### config.mk
export PLATFORM = sky130hd
export DESIGN_NAME = xirq_top
export DESIGN_NICKNAME = d
export VERILOG_FILES = /design/src/common/xirq_pkg.sv /design/src/hdl/xirq_arbiter.sv /design/src/hdl/xirq_pending.sv /design/src/hdl/xirq_regs.sv /design/src/hdl/xirq_top.sv /design/src/hdl/xirq_trigger.sv
export SDC_FILE = /design/constraint.sdc
export NUM_CORES = 1
export LEC_CHECK = 0
export BUFFER_PORTS_ARGS = -buffer_cell sky130_fd_sc_hd__buf_2
export CORE_MARGIN = 3
export CORE_UTILIZATION = 49
export DETAILED_ROUTE_END_ITERATION = 16
export PLACE_DENSITY_LB_ADDON = 0.12
export SLEW_MARGIN = 20
export SYNTH_ARGS = -nofsm -noshare
export SYNTH_HDL_FRONTEND = slang
export SYNTH_SLANG_ARGS = --single-unit
export TNS_END_PERCENT = 100
### constraint.sdc
create_clock -name clk_i -period 3.5 [get_ports clk_i]
set_input_delay 0 -clock clk_i [delete_from_list [all_inputs] [get_ports clk_i]]
set_output_delay 0 -clock clk_i [all_outputs]
set_load 0.02 [all_outputs]
### src/common/xirq_pkg.sv
/*
 * shared definitions of the external interrupt controller
 * channel count, trigger configuration, register map, vector types, arbiter states
 */

package xirq_pkg;

    // ---------------------------------------------------------------------
    // channel configuration
    // ---------------------------------------------------------------------
    localparam int NUM_CH = 8;                  // platform interrupt lines
    localparam int SRC_W  = 3;                  // bits of a channel index

    // bit set = edge, bit clear = level
    localparam logic [NUM_CH-1:0] TRIG_TYPE = 8'b1111_1100;
    // bit set = high / rising, bit clear = low / falling
    localparam logic [NUM_CH-1:0] TRIG_POL  = 8'b1111_0101;

    // ---------------------------------------------------------------------
    // register window
    // ---------------------------------------------------------------------
    localparam logic [31:0] XIRQ_BASE = 32'hFFFF_FF80; // 16 byte window

    localparam logic [1:0] ENABLE_OFFS  = 2'd0; // channel enable, r/w
    localparam logic [1:0] PENDING_OFFS = 2'd1; // pending, zeros clear
    localparam logic [1:0] SOURCE_OFFS  = 2'd2; // source, write acks

    // ---------------------------------------------------------------------
    // types
    // ---------------------------------------------------------------------
    typedef logic [31:0]       word_t;    // bus data word
    typedef logic [31:0]       addr_t;    // bus address
    typedef logic [NUM_CH-1:0] ch_vec_t;  // one bit per channel
    typedef logic [SRC_W-1:0]  src_idx_t; // channel number

    typedef enum logic {
        ARB_IDLE, // waiting for a pending channel
        ARB_RUN   // irq sent, waiting for source write
    } arb_state_t;

endpackage

### src/hdl/xirq_arbiter.sv
/*
 * fixed priority encoder plus idle/run arbiter
 * lowest pending channel wins, single cpu pulse per source acknowledge
 */

`timescale 1ns/1ps

module xirq_arbiter (
    input  logic               clk_i,     // system clock
    input  logic               rstn_i,    // async reset, active low
    input  xirq_pkg::ch_vec_t  pending_i, // pending buffer
    input  logic               src_ack_i, // source register written
    output xirq_pkg::src_idx_t src_o,     // winning channel, frozen in run
    output logic               cpu_irq_o  // one cycle interrupt to cpu
);

    xirq_pkg::arb_state_t state_q; // idle / run
    xirq_pkg::src_idx_t   src_nxt; // encoder result
    logic                 any_pend; // at least one channel waiting

    // ---------------------------------------------------------------------
    // priority encoder
    // ---------------------------------------------------------------------
    always_comb begin
        src_nxt = '0; // nothing pending reads as channel 0
        // walk downwards so the lowest set bit is the last one taken
        for (int i = xirq_pkg::NUM_CH - 1; i >= 0; i--) begin
            if (pending_i[i]) begin
                src_nxt = xirq_pkg::src_idx_t'(i);
            end
        end
    end

    assign any_pend = |pending_i;

    // ---------------------------------------------------------------------
    // arbiter fsm
    // ---------------------------------------------------------------------
    always_ff @(posedge clk_i or negedge rstn_i) begin
        if (!rstn_i) begin
            state_q   <= xirq_pkg::ARB_IDLE;
            src_o     <= '0;
            cpu_irq_o <= 1'b0;
        end else begin
            cpu_irq_o <= 1'b0; // pulse lasts one cycle
            case (state_q)
                xirq_pkg::ARB_IDLE: begin
                    src_o <= src_nxt; // track the current winner
                    if (any_pend) begin
                        cpu_irq_o <= 1'b1;               // fire once
                        state_q   <= xirq_pkg::ARB_RUN;  // source now frozen
                    end
                end
                default: begin
                    if (src_ack_i) begin
                        state_q <= xirq_pkg::ARB_IDLE; // software took it
                    end
                end
            endcase
        end
    end

    // ---------------------------------------------------------------------
    // checks
    // ---------------------------------------------------------------------
    a_irq_single: assert property (
        @(posedge clk_i) disable iff (!rstn_i)
        cpu_irq_o |=> !cpu_irq_o
    ) else $error("cpu_irq_o high for more than one cycle");

    // the pulse marks exactly the idle to run step
    a_irq_on_entry: assert property (
        @(posedge clk_i) disable iff (!rstn_i)
        cpu_irq_o |-> (state_q == xirq_pkg::ARB_RUN) && ($past(state_q) == xirq_pkg::ARB_IDLE)
    ) else $error("cpu_irq_o outside idle to run transition");

endmodule

### src/hdl/xirq_pending.sv
/*
 * pending buffer, one sticky bit per channel
 * sets on enabled triggers, clears through the host clear mask
 */

`timescale 1ns/1ps

module xirq_pending (
    input  logic              clk_i,      // system clock
    input  logic              rstn_i,     // async reset, active low
    input  xirq_pkg::ch_vec_t trig_i,     // triggers from the detector
    input  xirq_pkg::ch_vec_t enable_i,   // channel enable register
    input  xirq_pkg::ch_vec_t clr_mask_i, // zero bits clear, all ones when idle
    output xirq_pkg::ch_vec_t pending_o   // to arbiter and read back
);

    xirq_pkg::ch_vec_t set_vec;  // enabled triggers this cycle
    xirq_pkg::ch_vec_t pend_nxt; // next buffer value

    // ---------------------------------------------------------------------
    // update rule
    // ---------------------------------------------------------------------
    assign set_vec  = trig_i & enable_i;
    // clear is applied last, so it beats a trigger in the same cycle
    assign pend_nxt = (pending_o | set_vec) & clr_mask_i;

    always_ff @(posedge clk_i or negedge rstn_i) begin
        if (!rstn_i) begin
            pending_o <= '0;       // nothing pending
        end else begin
            pending_o <= pend_nxt; // sticky until cleared
        end
    end

    // ---------------------------------------------------------------------
    // checks
    // ---------------------------------------------------------------------
    // a rising bit must trace back to an enabled trigger one cycle before
    a_pend_cause: assert property (
        @(posedge clk_i) disable iff (!rstn_i)
        (pending_o & ~$past(pending_o) & ~$past(trig_i & enable_i)) == '0
    ) else $error("pending bit set without enabled trigger");

endmodule

### src/hdl/xirq_regs.sv
/*
 * host register port of the interrupt controller
 * window decode, enable register, clear mask, source acknowledge, read data
 */

`timescale 1ns/1ps

module xirq_regs (
    input  logic               clk_i,      // system clock
    input  logic               rstn_i,     // async reset, active low
    input  xirq_pkg::addr_t    addr_i,     // host address
    input  logic               rden_i,     // read strobe
    input  logic               wren_i,     // write strobe
    input  xirq_pkg::word_t    data_i,     // write data
    output xirq_pkg::word_t    data_o,     // read data, zero outside ack
    output logic               ack_o,      // one cycle after a hit
    input  xirq_pkg::ch_vec_t  pending_i,  // pending buffer read back
    input  xirq_pkg::src_idx_t src_i,      // arbiter source index
    output xirq_pkg::ch_vec_t  enable_o,   // channel enable register
    output xirq_pkg::ch_vec_t  clr_mask_o, // zero bits clear pending
    output logic               src_ack_o   // source write pulse
);

    logic       hit;    // address inside window
    logic [1:0] sel;    // word select in window
    logic       wr_hit; // write to this block
    logic       rd_hit; // read from this block
    xirq_pkg::word_t rd_val; // mux of register values

    // ---------------------------------------------------------------------
    // decode
    // ---------------------------------------------------------------------
    assign hit    = (addr_i[31:4] == xirq_pkg::XIRQ_BASE[31:4]);
    assign sel    = addr_i[3:2];     // word offset
    assign wr_hit = hit & wren_i;
    assign rd_hit = hit & rden_i;

    // ---------------------------------------------------------------------
    // write side
    // ---------------------------------------------------------------------
    always_ff @(posedge clk_i or negedge rstn_i) begin
        if (!rstn_i) begin
            enable_o   <= '0;    // all channels off
            clr_mask_o <= '1;    // no clear
            src_ack_o  <= 1'b0;
        end else begin
            clr_mask_o <= '1;    // clears last a single cycle
            src_ack_o  <= 1'b0;
            if (wr_hit) begin
                if (sel == xirq_pkg::ENABLE_OFFS) begin
                    enable_o <= data_i[xirq_pkg::NUM_CH-1:0];
                end
                if (sel == xirq_pkg::PENDING_OFFS) begin
                    clr_mask_o <= data_i[xirq_pkg::NUM_CH-1:0]; // zeros clear
                end
                if (sel == xirq_pkg::SOURCE_OFFS) begin
                    src_ack_o <= 1'b1; // data ignored
                end
            end
        end
    end

    // ---------------------------------------------------------------------
    // read side
    // ---------------------------------------------------------------------
    always_comb begin
        case (sel)
            xirq_pkg::ENABLE_OFFS:  rd_val = xirq_pkg::word_t'(enable_o);
            xirq_pkg::PENDING_OFFS: rd_val = xirq_pkg::word_t'(pending_i);
            default:                rd_val = xirq_pkg::word_t'(src_i); // word 3 too
        endcase
    end

    always_ff @(posedge clk_i or negedge rstn_i) begin
        if (!rstn_i) begin
            ack_o  <= 1'b0;
            data_o <= '0;
        end else begin
            ack_o  <= rd_hit | wr_hit;       // bus handshake
            data_o <= rd_hit ? rd_val : '0;  // zero unless read ack
        end
    end

    // ---------------------------------------------------------------------
    // checks
    // ---------------------------------------------------------------------
    a_ack_cause: assert property (
        @(posedge clk_i) disable iff (!rstn_i)
        ack_o |-> $past(hit & (rden_i | wren_i))
    ) else $error("ack_o without a hit strobe");

    a_no_rd_wr: assert property (
        @(posedge clk_i) disable iff (!rstn_i)
        !(rden_i && wren_i)
    ) else $error("rden_i and wren_i high together");

endmodule

### src/hdl/xirq_top.sv
/*
 * external interrupt controller top level
 * trigger, pending and arbiter stages plus the host register port
 */

`timescale 1ns/1ps

module xirq_top (
    input  logic              clk_i,    // system clock
    input  logic              rstn_i,   // async reset, active low
    input  xirq_pkg::addr_t   addr_i,   // host address
    input  logic              rden_i,   // read strobe
    input  logic              wren_i,   // write strobe
    input  xirq_pkg::word_t   data_i,   // write data
    output xirq_pkg::word_t   data_o,   // read data
    output logic              ack_o,    // transfer acknowledge
    input  xirq_pkg::ch_vec_t xirq_i,   // platform interrupt lines
    output logic              cpu_irq_o // interrupt to cpu
);

    xirq_pkg::ch_vec_t  trig;     // stage 1 to 2
    xirq_pkg::ch_vec_t  pending;  // stage 2 to 3 and read back
    xirq_pkg::ch_vec_t  enable;   // from register port
    xirq_pkg::ch_vec_t  clr_mask; // from register port
    xirq_pkg::src_idx_t src;      // arbiter to register port
    logic               src_ack;  // register port to arbiter

    // ---------------------------------------------------------------------
    // pipeline stages
    // ---------------------------------------------------------------------
    xirq_trigger u_trigger (
        .clk_i  (clk_i),
        .rstn_i (rstn_i),
        .xirq_i (xirq_i),
        .trig_o (trig)
    );

    xirq_pending u_pending (
        .clk_i      (clk_i),
        .rstn_i     (rstn_i),
        .trig_i     (trig),
        .enable_i   (enable),
        .clr_mask_i (clr_mask),
        .pending_o  (pending)
    );

    xirq_arbiter u_arbiter (
        .clk_i     (clk_i),
        .rstn_i    (rstn_i),
        .pending_i (pending),
        .src_ack_i (src_ack),
        .src_o     (src),
        .cpu_irq_o (cpu_irq_o)
    );

    // ---------------------------------------------------------------------
    // host port
    // ---------------------------------------------------------------------
    xirq_regs u_regs (
        .clk_i      (clk_i),
        .rstn_i     (rstn_i),
        .addr_i     (addr_i),
        .rden_i     (rden_i),
        .wren_i     (wren_i),
        .data_i     (data_i),
        .data_o     (data_o),
        .ack_o      (ack_o),
        .pending_i  (pending),
        .src_i      (src),
        .enable_o   (enable),
        .clr_mask_o (clr_mask),
        .src_ack_o  (src_ack)
    );

endmodule

### src/hdl/xirq_trigger.sv
/*
 * two-stage line synchronizer and per-channel trigger detector
 * level or edge kind per channel fixed by the package configuration
 */

`timescale 1ns/1ps

module xirq_trigger (
    input  logic             clk_i,  // system clock
    input  logic             rstn_i, // async reset, active low
    input  xirq_pkg::ch_vec_t xirq_i, // raw platform lines
    output xirq_pkg::ch_vec_t trig_o  // per-channel trigger, one cycle for edges
);

    xirq_pkg::ch_vec_t sync1_q; // first stage, drives level triggers
    xirq_pkg::ch_vec_t sync2_q; // second stage, edge reference

    // ---------------------------------------------------------------------
    // synchronizer
    // ---------------------------------------------------------------------
    always_ff @(posedge clk_i or negedge rstn_i) begin
        if (!rstn_i) begin
            sync1_q <= '0;
            sync2_q <= '0;
        end else begin
            sync1_q <= xirq_i;  // line sampled here
            sync2_q <= sync1_q; // one cycle older copy
        end
    end

    // ---------------------------------------------------------------------
    // trigger detect
    // ---------------------------------------------------------------------
    for (genvar i = 0; i < xirq_pkg::NUM_CH; i++) begin : g_ch
        // {type, polarity} of this channel
        localparam logic [1:0] KIND = {xirq_pkg::TRIG_TYPE[i], xirq_pkg::TRIG_POL[i]};

        always_comb begin
            case (KIND)
                2'b00:   trig_o[i] = ~sync1_q[i];               // low level
                2'b01:   trig_o[i] = sync1_q[i];                // high level
                2'b10:   trig_o[i] = ~sync1_q[i] & sync2_q[i];  // falling edge
                default: trig_o[i] = sync1_q[i] & ~sync2_q[i];  // rising edge
            endcase
        end
    end

    // ---------------------------------------------------------------------
    // checks
    // ---------------------------------------------------------------------
    // an unknown line would leak x into the pending bits
    a_trig_known: assert property (
        @(posedge clk_i) disable iff (!rstn_i)
        !$isunknown(trig_o)
    ) else $error("trig_o carries unknown bits");

endmodule

==> reports/results.tsv, run 1 <==
stage	metric	value	unit
power_and_ir_drop	seqPwrFrac	60.1	%
timing	hold_viol	0	
timing	period_minus_slack	1.37	ns
critical_path	ff2ff_path_depth	3	
logic_synthesis	syn_area_per_cell	12.7	µm²
timing	maxSlewHeadroom	57.6	%
critical_path	crit_required	3.68	ns
drt	routed_via_density	4.76	
critical_path	reg2reg_to	u_arbiter.state_q	
place	post-place-ws	1.98	ns
power_and_ir_drop	p_switching	0.236	mW
power_and_ir_drop	p_clk_share	31.0	%
timing	setup_violations	0	
final_layout	final_cell_mix	buf_2 (59), dfrtp_1 (45), conb_1 (24)	
critical_path	critPathArrivalTime	1.55	ns
clock_network	holdBufCountCts	19	
logic_synthesis	netlist_area	2260	µm²
critical_path	critical_path.max_fanout	5	
hold_path	worstHoldStart	wren_i	
global_routing	antenna_found_initial	0	
final_layout	antenna_cells	0	
hold_path	whs_path_depth	2	
clock_network	clk_root_buffer_cell	clkbuf_8	
global_routing	grt_max_degree	54	
global_routing	grt_pass1_wl	6.18	mm
global_routing	grt_pass1_vias	1424	
power_and_ir_drop	peakVddDrop	0.242	mV
logic_synthesis	yosysSeqAreaShare	59.1	%
global_routing	track_usage	15.0	%
clock_network	cts-resized-gates	0	
final_layout	utilization	63.4	%
power_and_ir_drop	p_per_area	370	nW/µm²
floorplanning	rows	24	
job	maxCapViolations	0	
power_and_ir_drop	power_frac_comb	8.8	%
logic_synthesis	async_flop_share	100	%
critical_path	cpPeakStageDelay	0.60	ns
critical_path	rr_startpoint	u_pending.pending_o[3]	
final_layout	design_area	2800	µm²
timing	clock_skew	0.00498	ns
critical_path	timing_worst_setup_path_type	reg2reg	
power_and_ir_drop	power.leakage	1.46	nW
critical_path	r2r_slack	2.13	ns
logic_synthesis	synth-edff-count	0	
final_layout	final_common_cell	buf_2	
critical_path	cp_cell_sequence	or4_1, nor3_1, a21oi_1	
logic_synthesis	synth_cell_types	39	
clock_network	cts_tree	built	
floorplanning	initial_core_util	51.2	%
floorplanning	ioPinCount	110	
drt	drtIter0Drc	35	
drt	antenna_left	0	
power_and_ir_drop	switching_share	22.7	%
critical_path	start_kind	flop	
timing	whs	0.0627	ns
timing	rsz0062_at_grt	false	
timing	tns	0	ns
floorplanning	die_height	73.9	µm
logic_synthesis	yosysWarnings	0	
timing	setup_ws	2.13	ns
place	finalWeightedCongestion	0.730	
place	postPlaceCellArea	2520	µm²
critical_path	crit_path_end_kind	flop	
timing	timing.final.max_slew_violations	0	
clock_network	cts.clk_slew.worst_paths	0.08	ns
logic_synthesis	synth-seq-cells	53	
timing	tightest_slew	0.637	ns
drt	drt_first_pass_iters	4	
clock_network	cts_setup_buffers	0	
floorplanning	core	4410	µm²
drt	drcViolationCount	0	
drt	wire_per_inst	12.5	µm
place	io_buffers	59	
drt	wl	3.93	mm
power_and_ir_drop	intPower	0.801	mW
clock_network	htree_levels	2	
final_layout	final_nets	336	
clock_network	cts_buffer_depth	2	
drt	via_count	1491	
timing	fmax	729	MHz
floorplanning	die_w	73.9	µm
floorplanning	dieArea	5470	µm²
clock_network	insertion_delay	0.30	ns
hold_path	hold_class	in2reg	
critical_path	cp_slowest_cell	or4_1	
clock_network	cts.sink_count	53	
global_routing	grt_overflow	0	
place	hpwl	2.87	mm
status	status	finished clean	
final_layout	synthToLayoutAreaGrowth	23.7	%
clock_network	cts_made_buffers	5	
logic_synthesis	syn_inst	178	
timing	finalCritPeriodShare	39.2	%
final_layout	drive_gt1_share	37.5	%
hold_path	min_to	u_regs.src_ack_o	
logic_synthesis	synth_ff_type	dfrtp_1	
-- power groups by stage --
stage / clock, mW / sequential (mW) / combinational (mW)
3_3_place_gp: 0 / 0.635 / 0.0765
3_5_place_dp: 0 / 0.635 / 0.0772
2_1_floorplan: 0 / 0.634 / 0.0557
4_1_cts: 0.336 / 0.623 / 0.0925
5_1_grt: 0.361 / 0.624 / 0.102
6_report: 0.322 / 0.623 / 0.0917
-- worst max path at each step --
stage,end,slack [ns],depth (start not counted),start
3_5_place_dp,u_regs.clr_mask_o[4],1.98,5,addr_i[5]
4_1_cts,u_regs.ack_o,2.13,6,addr_i[5]
2_1_floorplan,u_arbiter.state_q,2.24,3,u_pending.pending_o[3]
5_1_grt,u_regs.ack_o,2.04,6,addr_i[5]
6_report,u_arbiter.state_q,2.13,3,u_pending.pending_o[3]
3_3_place_gp,u_regs.clr_mask_o[5],2.01,5,addr_i[5]
-- per-stage QoR --
step                instances  power [mW]
floorplan                 201       0.690
global placement          286       0.711
detailed placement        286       0.712
CTS                       313        1.05
global route              313        1.09
finish                    313        1.04
-- cell type report --
class | instances | area (µm²)
Clock buffer | 7 | 76.3
Clock inverter | 1 | 7.51
Fill cell | 367 | 1620
Inverter | 2 | 7.51
Multi-Input combinational cell | 119 | 812
Sequential cell | 53 | 1340
Tap cell | 52 | 65.1
Timing Repair Buffer | 79 | 493
-- routing by layer --
layer | vias to the layer above | track usage [%] | share of wire (%)
met2 | 62 | 26.8 | 50
met3 | 4 | 4.59 | 9.2
met4 | 0 | 4.83 | 0.99
met1 | 697 | 17.2 | 40
met5 | - | 0 | 0
li1 | 728 | - | -
-- cell families after synthesis --
kind of cell	count (synthesis)	synth area share, %
mux	17	7.96
other cells	1	0.166
buf+inv	29	8.85
simple gates	60	18.7
flops	53	59.1
compound gates	18	5.25
-- registers in the layout (all words and copies together) (netlist names), 3 cells and up --
register,flops
u_trigger.sync2_q,6
u_trigger.sync1_q,8
u_arbiter.src_o,3
u_pending.pending_o,8
u_regs.clr_mask_o,8
u_regs.enable_o,8
u_regs.data_o,8
-- Yosys cell counts, drive strengths merged, types with 2 or more instances --
| library cell | number | area [µm²] |
|---|---|---|
| a21oi | 4 | 20.0 |
| nor4 | 2 | 27.5 |
| buf | 25 | 185 |
| nand2 | 8 | 30.0 |
| mux2i | 9 | 90.1 |
| nor2 | 11 | 41.3 |
| and3b | 4 | 35.0 |
| nor2b | 3 | 18.8 |
| and3 | 3 | 18.8 |
| clkbuf | 2 | 7.51 |
| mux2 | 8 | 90.1 |
| dfstp | 8 | 210 |
| o21a | 7 | 52.6 |
| nand4 | 6 | 58.8 |
| nand4b | 2 | 32.5 |
| inv | 2 | 7.51 |
| dfrtp | 45 | 1130 |
| o21ai | 3 | 15.0 |
| nor3 | 4 | 25.0 |
| or2 | 9 | 56.3 |
-- critical path: cells and delay by family (launching register included) --
| family | cells | cell delay (ns) |
|---|---|---|
| AOI/OAI and AO/OA | 1 | 0.06 |
| DFF | 1 | 0.44 |
| and+or+nand+nor | 2 | 0.76 |
(Power assumes the default switching activity.)
==> run 2, diff against run 1 <==
- ABC_AREA: default -> 1
- CORE_UTILIZATION: 49 -> 42
- clock period: 3.5 -> 1.2 ns (I/O delays scaled with it)
==> reports/results.tsv, run 2 <==
stage	metric	value	unit	change
status	status	finished clean		
logic_synthesis	yosysMostFrequentCell	nand2_1		
floorplanning	initial_core_util	44.4	%	-6.9 points
clock_network	cts.clk_slew.worst_paths	0.09	ns	about the same
drt	wl	4.66	mm	+19%
final_layout	drive_gt1_share	28.1	%	-9.4 points
clock_network	cts_buffer_depth	2		unchanged
critical_path	critical_path.max_fanout	10		+5
logic_synthesis	async_flop_share	100	%	unchanged
timing	hold_viol	0		unchanged
logic_synthesis	synth_compound_area_share	7.16	%	+1.9 points
logic_synthesis	netlist_area	2320	µm²	+2.8%
global_routing	grt_overflow	0		unchanged
critical_path	crit_buf_inv	3		+3
timing	finalCritPeriodShare	92.6	%	
drt	wire_per_inst	11.5	µm	-8.0%
clock_network	cts_tree	built		
power_and_ir_drop	p_per_area	1040	nW/µm²	+180%
place	dpl.cell_count	378		+32%
clock_network	htree_levels	2		unchanged
logic_synthesis	synth_top_family_by_area	simple AND/OR/NAND/NOR gates		
global_routing	grt_max_degree	20		-63%
global_routing	grt_pass1_vias	1668		+17%
clock_network	cts_made_buffers	5		unchanged
drt	drtIter0Drc	131		+270%
final_layout	final_cells	404		+29%
logic_synthesis	yosys-top-cells-count	nand2_1 (60), dfrtp_1 (45), inv_1 (30), buf_4 (24), nor2_1 (17)		
place	hpwl	3.46	mm	+21%
drt	antenna_left	0		unchanged
critical_path	start_kind	input pin		
timing	timing.final.max_slew_violations	0		unchanged
critical_path	cpPeakStageDelay	0.54	ns	-0.06 ns
power_and_ir_drop	peakVddDrop	0.596	mV	+150%
timing	setup_violations	0		unchanged
critical_path	crit_path_end_kind	flop		
timing	period_minus_slack	1.11	ns	
clock_network	insertion_delay	0.30	ns	about the same
global_routing	antenna_found_initial	0		unchanged
floorplanning	die_w	80.4	µm	+8.7%
floorplanning	rows	26		+8.3%
clock_network	cts.sink_count	53		unchanged
logic_synthesis	yosys-top-cells-area	dfrtp_1 (48%), nand2_1 (9.7%), dfstp_2 (9.0%), buf_4 (7.8%), inv_1 (4.8%)		
final_layout	antenna_cells	0		unchanged
drt	drt_first_pass_iters	4		unchanged
logic_synthesis	synthMuxAreaShare	0	%	-8.0 points
power_and_ir_drop	power.leakage	1.61	nW	+11%
logic_synthesis	yosysWarnings	0		unchanged
drt	drcViolationCount	0		unchanged
power_and_ir_drop	finalPower	3.07	mW	+200%
final_layout	nFillCells	499		+36%
job	maxCapViolations	0		unchanged
logic_synthesis	synth_ff_type	dfrtp_1		
place	finalWeightedCongestion	0.764		+4.6%
logic_synthesis	synth_cell_types	25		-36%
logic_synthesis	syn_inst	242		+36%
logic_synthesis	yosysTopAreaCellShare	48.4	%	-1.3 points
hold_path	hold_class	in2reg		
drt	routed_via_density	4.45		-6.6%
critical_path	crit_required	1.42	ns	-2.26 ns
critical_path	crit_family	buffers and inverters		
floorplanning	ioPinCount	110		unchanged
final_layout	final_cell_mix	nand2_1 (60), buf_2 (59), dfrtp_1 (45)		
timing	fmax	900	MHz	
final_layout	synthToLayoutAreaGrowth	27.6	%	
logic_synthesis	synth-seq-cells	53		unchanged
critical_path	critPathArrivalTime	1.33	ns	-0.22 ns
logic_synthesis	synth-edff-count	0		unchanged
timing	clock_skew	0.00901	ns	+0.00403 ns
logic_synthesis	synth-adder-area-share	0	%	unchanged
final_layout	final_nets	409		+22%
logic_synthesis	syn_area_per_cell	9.61	µm²	-24%
floorplanning	core	5240	µm²	+19%
final_layout	final_common_cell	nand2_1		
place	io_buffers	59		unchanged
global_routing	grt_pass1_wl	7.70	mm	+25%
final_layout	multiInputGateArea	772	µm²	-4.9%
timing	whs	0.0147	ns	-0.0480 ns
floorplanning	dieArea	6460	µm²	+18%
drt	via_count	1798		+21%
logic_synthesis	yosysSeqAreaShare	57.5	%	-1.6 points
logic_synthesis	synth-simple-area-share	22.2	%	+3.5 points
critical_path	timing_worst_setup_path_type	in2reg		
final_layout	seqCellArea	1340	µm²	unchanged
timing	rsz0062_at_grt	false		
clock_network	clk_root_buffer_cell	clkbuf_8		
critical_path	cp_slowest_cell	dlygate4sd3_1		
logic_synthesis	synth-xor-area-share	0	%	unchanged
logic_synthesis	yosysTopAreaCell	dfrtp_1		
floorplanning	die_height	80.4	µm	+8.7%
global_routing	track_usage	15.6	%	+0.61 points
critical_path	cp_cell_sequence	dlygate4sd3_1, buf_2, nor2_2, buf_4, nand2_1, a21oi_1		
timing	tns	0	ns	unchanged
==> run 2: per-stage QoR <==
stage / instance area, µm² / utilization (%) / setup slack [ns]
2_1_floorplan: 2410 / - / 0.196
3_3_place_gp: 2700 / 51.6 / 0.0890
3_5_place_dp: 2700 / 51.6 / 0.0624
4_1_cts: 2970 / 56.6 / 0.0315
5_1_grt: 2970 / 56.6 / 0.00646
6_report: 2970 / 56.6 / 0.0883
==> run 2: logic make-up after synthesis <==
group                  count (synthesis)
AOI/OAI and AO/OA                     27
buffers and inverters                 56
DFF                                   53
other                                  1
and+or+nand+nor                      105
==> run 2: worst paths after layout <==
check / endpoint / cells past startpoint / slack, ns / startpoint
worst min register to register: u_trigger.sync2_q[3] / 0 / 0.37 / u_trigger.sync1_q[3]
worst max-delay path: u_regs.data_o[3] / 6 / 0.09 / addr_i[2]
min in group asynchronous: u_regs.data_o[7] / 2 / 0.18 / rstn_i
worst max register to register: u_arbiter.state_q / 4 / 0.12 / u_pending.pending_o[7]
worst min-delay path: u_regs.data_o[0] / 3 / 0.01 / addr_i[3]
max in group asynchronous: u_regs.clr_mask_o[3] / 3 / 0.47 / rstn_i
==> run 2: cell type report <==
cell class / count / share of cell area [%]
Sequential cell: 53 / 45.0
Multi-Input combinational cell: 156 / 26.0
Timing Repair Buffer: 87 / 19.4
Inverter: 30 / 3.80
Tap cell: 70 / 2.95
Clock buffer: 6 / 2.45
Clock inverter: 2 / 0.337
==> run 2: repair_timing <==
action	4_1_cts	5_1_grt
gates resized for setup	0	3
hold buffers	18	0
setup buffers	0	0
endpoints found under the setup margin	0	2
endpoints found under the hold margin	42	0
==> run 2: worst reg2reg max path: stages, from the launching register on <==
cell and delay (ns):
dfrtp_1 0.41, inv_1 0.10, nand4_1 0.14, o21ai_1 0.19, o21ai_0 0.12
==> run 2: where the power goes <==
part / switching [mW] / internal [mW] / leakage [nW] / total [mW]
combinational: 0.184 / 0.129 / 0.884 / 0.314
sequential: 0.00767 / 1.81 / 0.681 / 1.82
clock: 0.536 / 0.405 / 0.0450 / 0.941
total: 0.728 / 2.34 / 1.61 / 3.07
==> run 2: routing by layer <==
metal,global-route usage [%],wire (µm)
met1,20.9,2030
met2,25.2,2230
met3,3.59,341
met4,5.07,57
met5,0,0
==> run 3, diff against run 2 <==
- CORE_UTILIZATION: 42 -> 30
==> reports/results.tsv, run 3 (synthesis results as in run 2) <==
stage	metric	value	unit	change
timing	clock_skew	0.00465	ns	-0.00435 ns
critical_path	timing_worst_setup_path_type	in2reg		
power_and_ir_drop	power.leakage	1.62	nW	+0.91%
final_layout	final_nets	410		+0.24%
critical_path	cpPeakStageDelay	0.54	ns	about the same
timing	rsz0062_at_grt	false		
hold_path	worstHoldStart	addr_i[3]		
critical_path	crit_family	buffers and inverters		
drt	drt_first_pass_iters	4		unchanged
floorplanning	rows	31		+19%
timing	setup_violations	0		unchanged
critical_path	crit_buf_inv	3		unchanged
final_layout	final_cell_mix	nand2_1 (60), buf_2 (59), dfrtp_1 (45)		
hold_path	hold_class	in2reg		
global_routing	grt_max_degree	20		unchanged
floorplanning	die_w	94.0	µm	+17%
timing	fmax	915	MHz	+1.7%
place	hpwl	3.81	mm	+10%
floorplanning	die_height	94.0	µm	+17%
critical_path	crit_required	1.42	ns	about the same
critical_path	ff2ff_path_depth	6		+2
place	io_buffers	59		unchanged
hold_path	min_to	u_regs.data_o[0]		
drt	drcViolationCount	0		unchanged
global_routing	grt_pass1_wl	8.31	mm	+7.9%
critical_path	crit_path_end_kind	flop		
global_routing	track_usage	12.1	%	-3.6 points
place	finalWeightedCongestion	0.743		-2.8%
critical_path	start_kind	input pin		
global_routing	grt_pass1_vias	1784		+7.0%
floorplanning	ioPinCount	110		unchanged
place	postPlaceCellArea	2750	µm²	+1.6%
place	post-place-ws	0.114	ns	+0.0516 ns
clock_network	cts_made_buffers	5		unchanged
final_layout	utilization	41.1	%	-16 points
drt	routed_via_density	4.07		-8.5%
job	maxCapViolations	0		unchanged
timing	period_minus_slack	1.09	ns	-0.0189 ns
global_routing	antenna_found_initial	0		unchanged
final_layout	antenna_cells	0		unchanged
status	status	finished clean		
final_layout	final_common_cell	nand2_1		
critical_path	critical_path.max_fanout	9		-1
critical_path	cp_slowest_cell	dlygate4sd3_1		
drt	wl	5.04	mm	+8.1%
critical_path	rr_startpoint	u_pending.pending_o[4]		
timing	timing.final.max_slew_violations	0		unchanged
drt	via_count	1763		-1.9%
final_layout	synthToLayoutAreaGrowth	30.4	%	
timing	setup_ws	0.107	ns	+0.0189 ns
floorplanning	initial_core_util	31.5	%	-13 points
timing	finalCritPeriodShare	91.1	%	-1.6 points
clock_network	cts_setup_buffers	0		unchanged
timing	tns	0	ns	unchanged
clock_network	cts.sink_count	53		unchanged
clock_network	cts_tree	built		
hold_path	whs_path_depth	3		unchanged
clock_network	cts.clk_slew.worst_paths	0.09	ns	about the same
power_and_ir_drop	finalPower	3.30	mW	+7.4%
critical_path	r2r_slack	0.15	ns	+0.03 ns
drt	antenna_left	0		unchanged
final_layout	design_area	3030	µm²	+2.2%
timing	hold_viol	0		unchanged
clock_network	cts_buffer_depth	2		unchanged
floorplanning	dieArea	8840	µm²	+37%
drt	wire_per_inst	11.6	µm	+0.83%
power_and_ir_drop	peakVddDrop	0.505	mV	-15%
clock_network	clk_root_buffer_cell	clkbuf_8		
power_and_ir_drop	p_per_area	1090	nW/µm²	+5.1%
floorplanning	core	7370	µm²	+41%
critical_path	critPathArrivalTime	1.31	ns	-0.02 ns
drt	drtIter0Drc	68		-48%
clock_network	htree_levels	2		unchanged
clock_network	insertion_delay	0.30	ns	about the same
critical_path	cp_cell_sequence	dlygate4sd3_1, buf_2, nor2_2, buf_4, nand2_1, a21oi_1		
final_layout	drive_gt1_share	28.4	%	+0.30 points
global_routing	grt_overflow	0		unchanged
critical_path	reg2reg_to	u_arbiter.src_o[0]		
## run 3: cell count changes in the layout (fill, tap and decap cells not counted), sizes merged
cell,change
clkbuf,-1
buf,+1
bufinv,+1
clkinv,-1
## run 3: worst max-delay path by stage
stage / endpoint / slack [ns] / cells past startpoint / from
final: u_regs.data_o[4] / 0.11 / 6 / addr_i[2]
after global routing: u_arbiter.src_o[0] / 0.007 / 6 / u_pending.pending_o[7]
after floorplan: u_arbiter.state_q / 0.20 / 4 / u_pending.pending_o[3]
after detailed placement: u_arbiter.state_q / 0.11 / 4 / u_pending.pending_o[5]
after global placement: u_arbiter.src_o[0] / 0.11 / 5 / u_pending.pending_o[6]
after CTS: u_regs.data_o[4] / 0.1 / 6 / addr_i[2]
## run 3: timing repair
item,4_1_cts,5_1_grt
endpoints found under the setup margin,0,2
hold endpoints to repair,39,0
resized for setup,0,3
hold buffers,18,0
## run 3: area by class of cell
type	instances	area, µm²
inverter	30	113
clock buffer	5	68.8
clock inverter	2	35.0
multi-input combinational	156	772
timing repair buffer	88	583
tap	99	124
fill	758	4340
sequential	53	1340
## run 3: worst min-delay path, cell delays in order
cell and delay, ns:
buf_2 0.11, a221oi_1 0.08, nor2_1 0.09
## run 3: power by group
group / total (mW) / switching (mW) / internal [mW]
clock network: 1.17 / 0.560 / 0.607
registers: 1.82 / 0.00773 / 1.81
logic: 0.316 / 0.187 / 0.129
## run 3: routing by layer
layer / global-route usage [%] / vias up / share of wire (%)
met5: 0 / - / 0
met4: 3.97 / 0 / 0.75
met3: 2.24 / 4 / 4.6
met2: 18.9 / 53 / 46
met1: 16.8 / 809 / 48
li1: - / 897 / -
## run 3: through the flow
step	hold slack (ns)	std cells
after floorplan	-0.296	265
after global placement	-0.0104	408
after detailed placement	-0.00895	408
after CTS	0.0196	433
after global routing	0.0435	433
final	0.0295	433
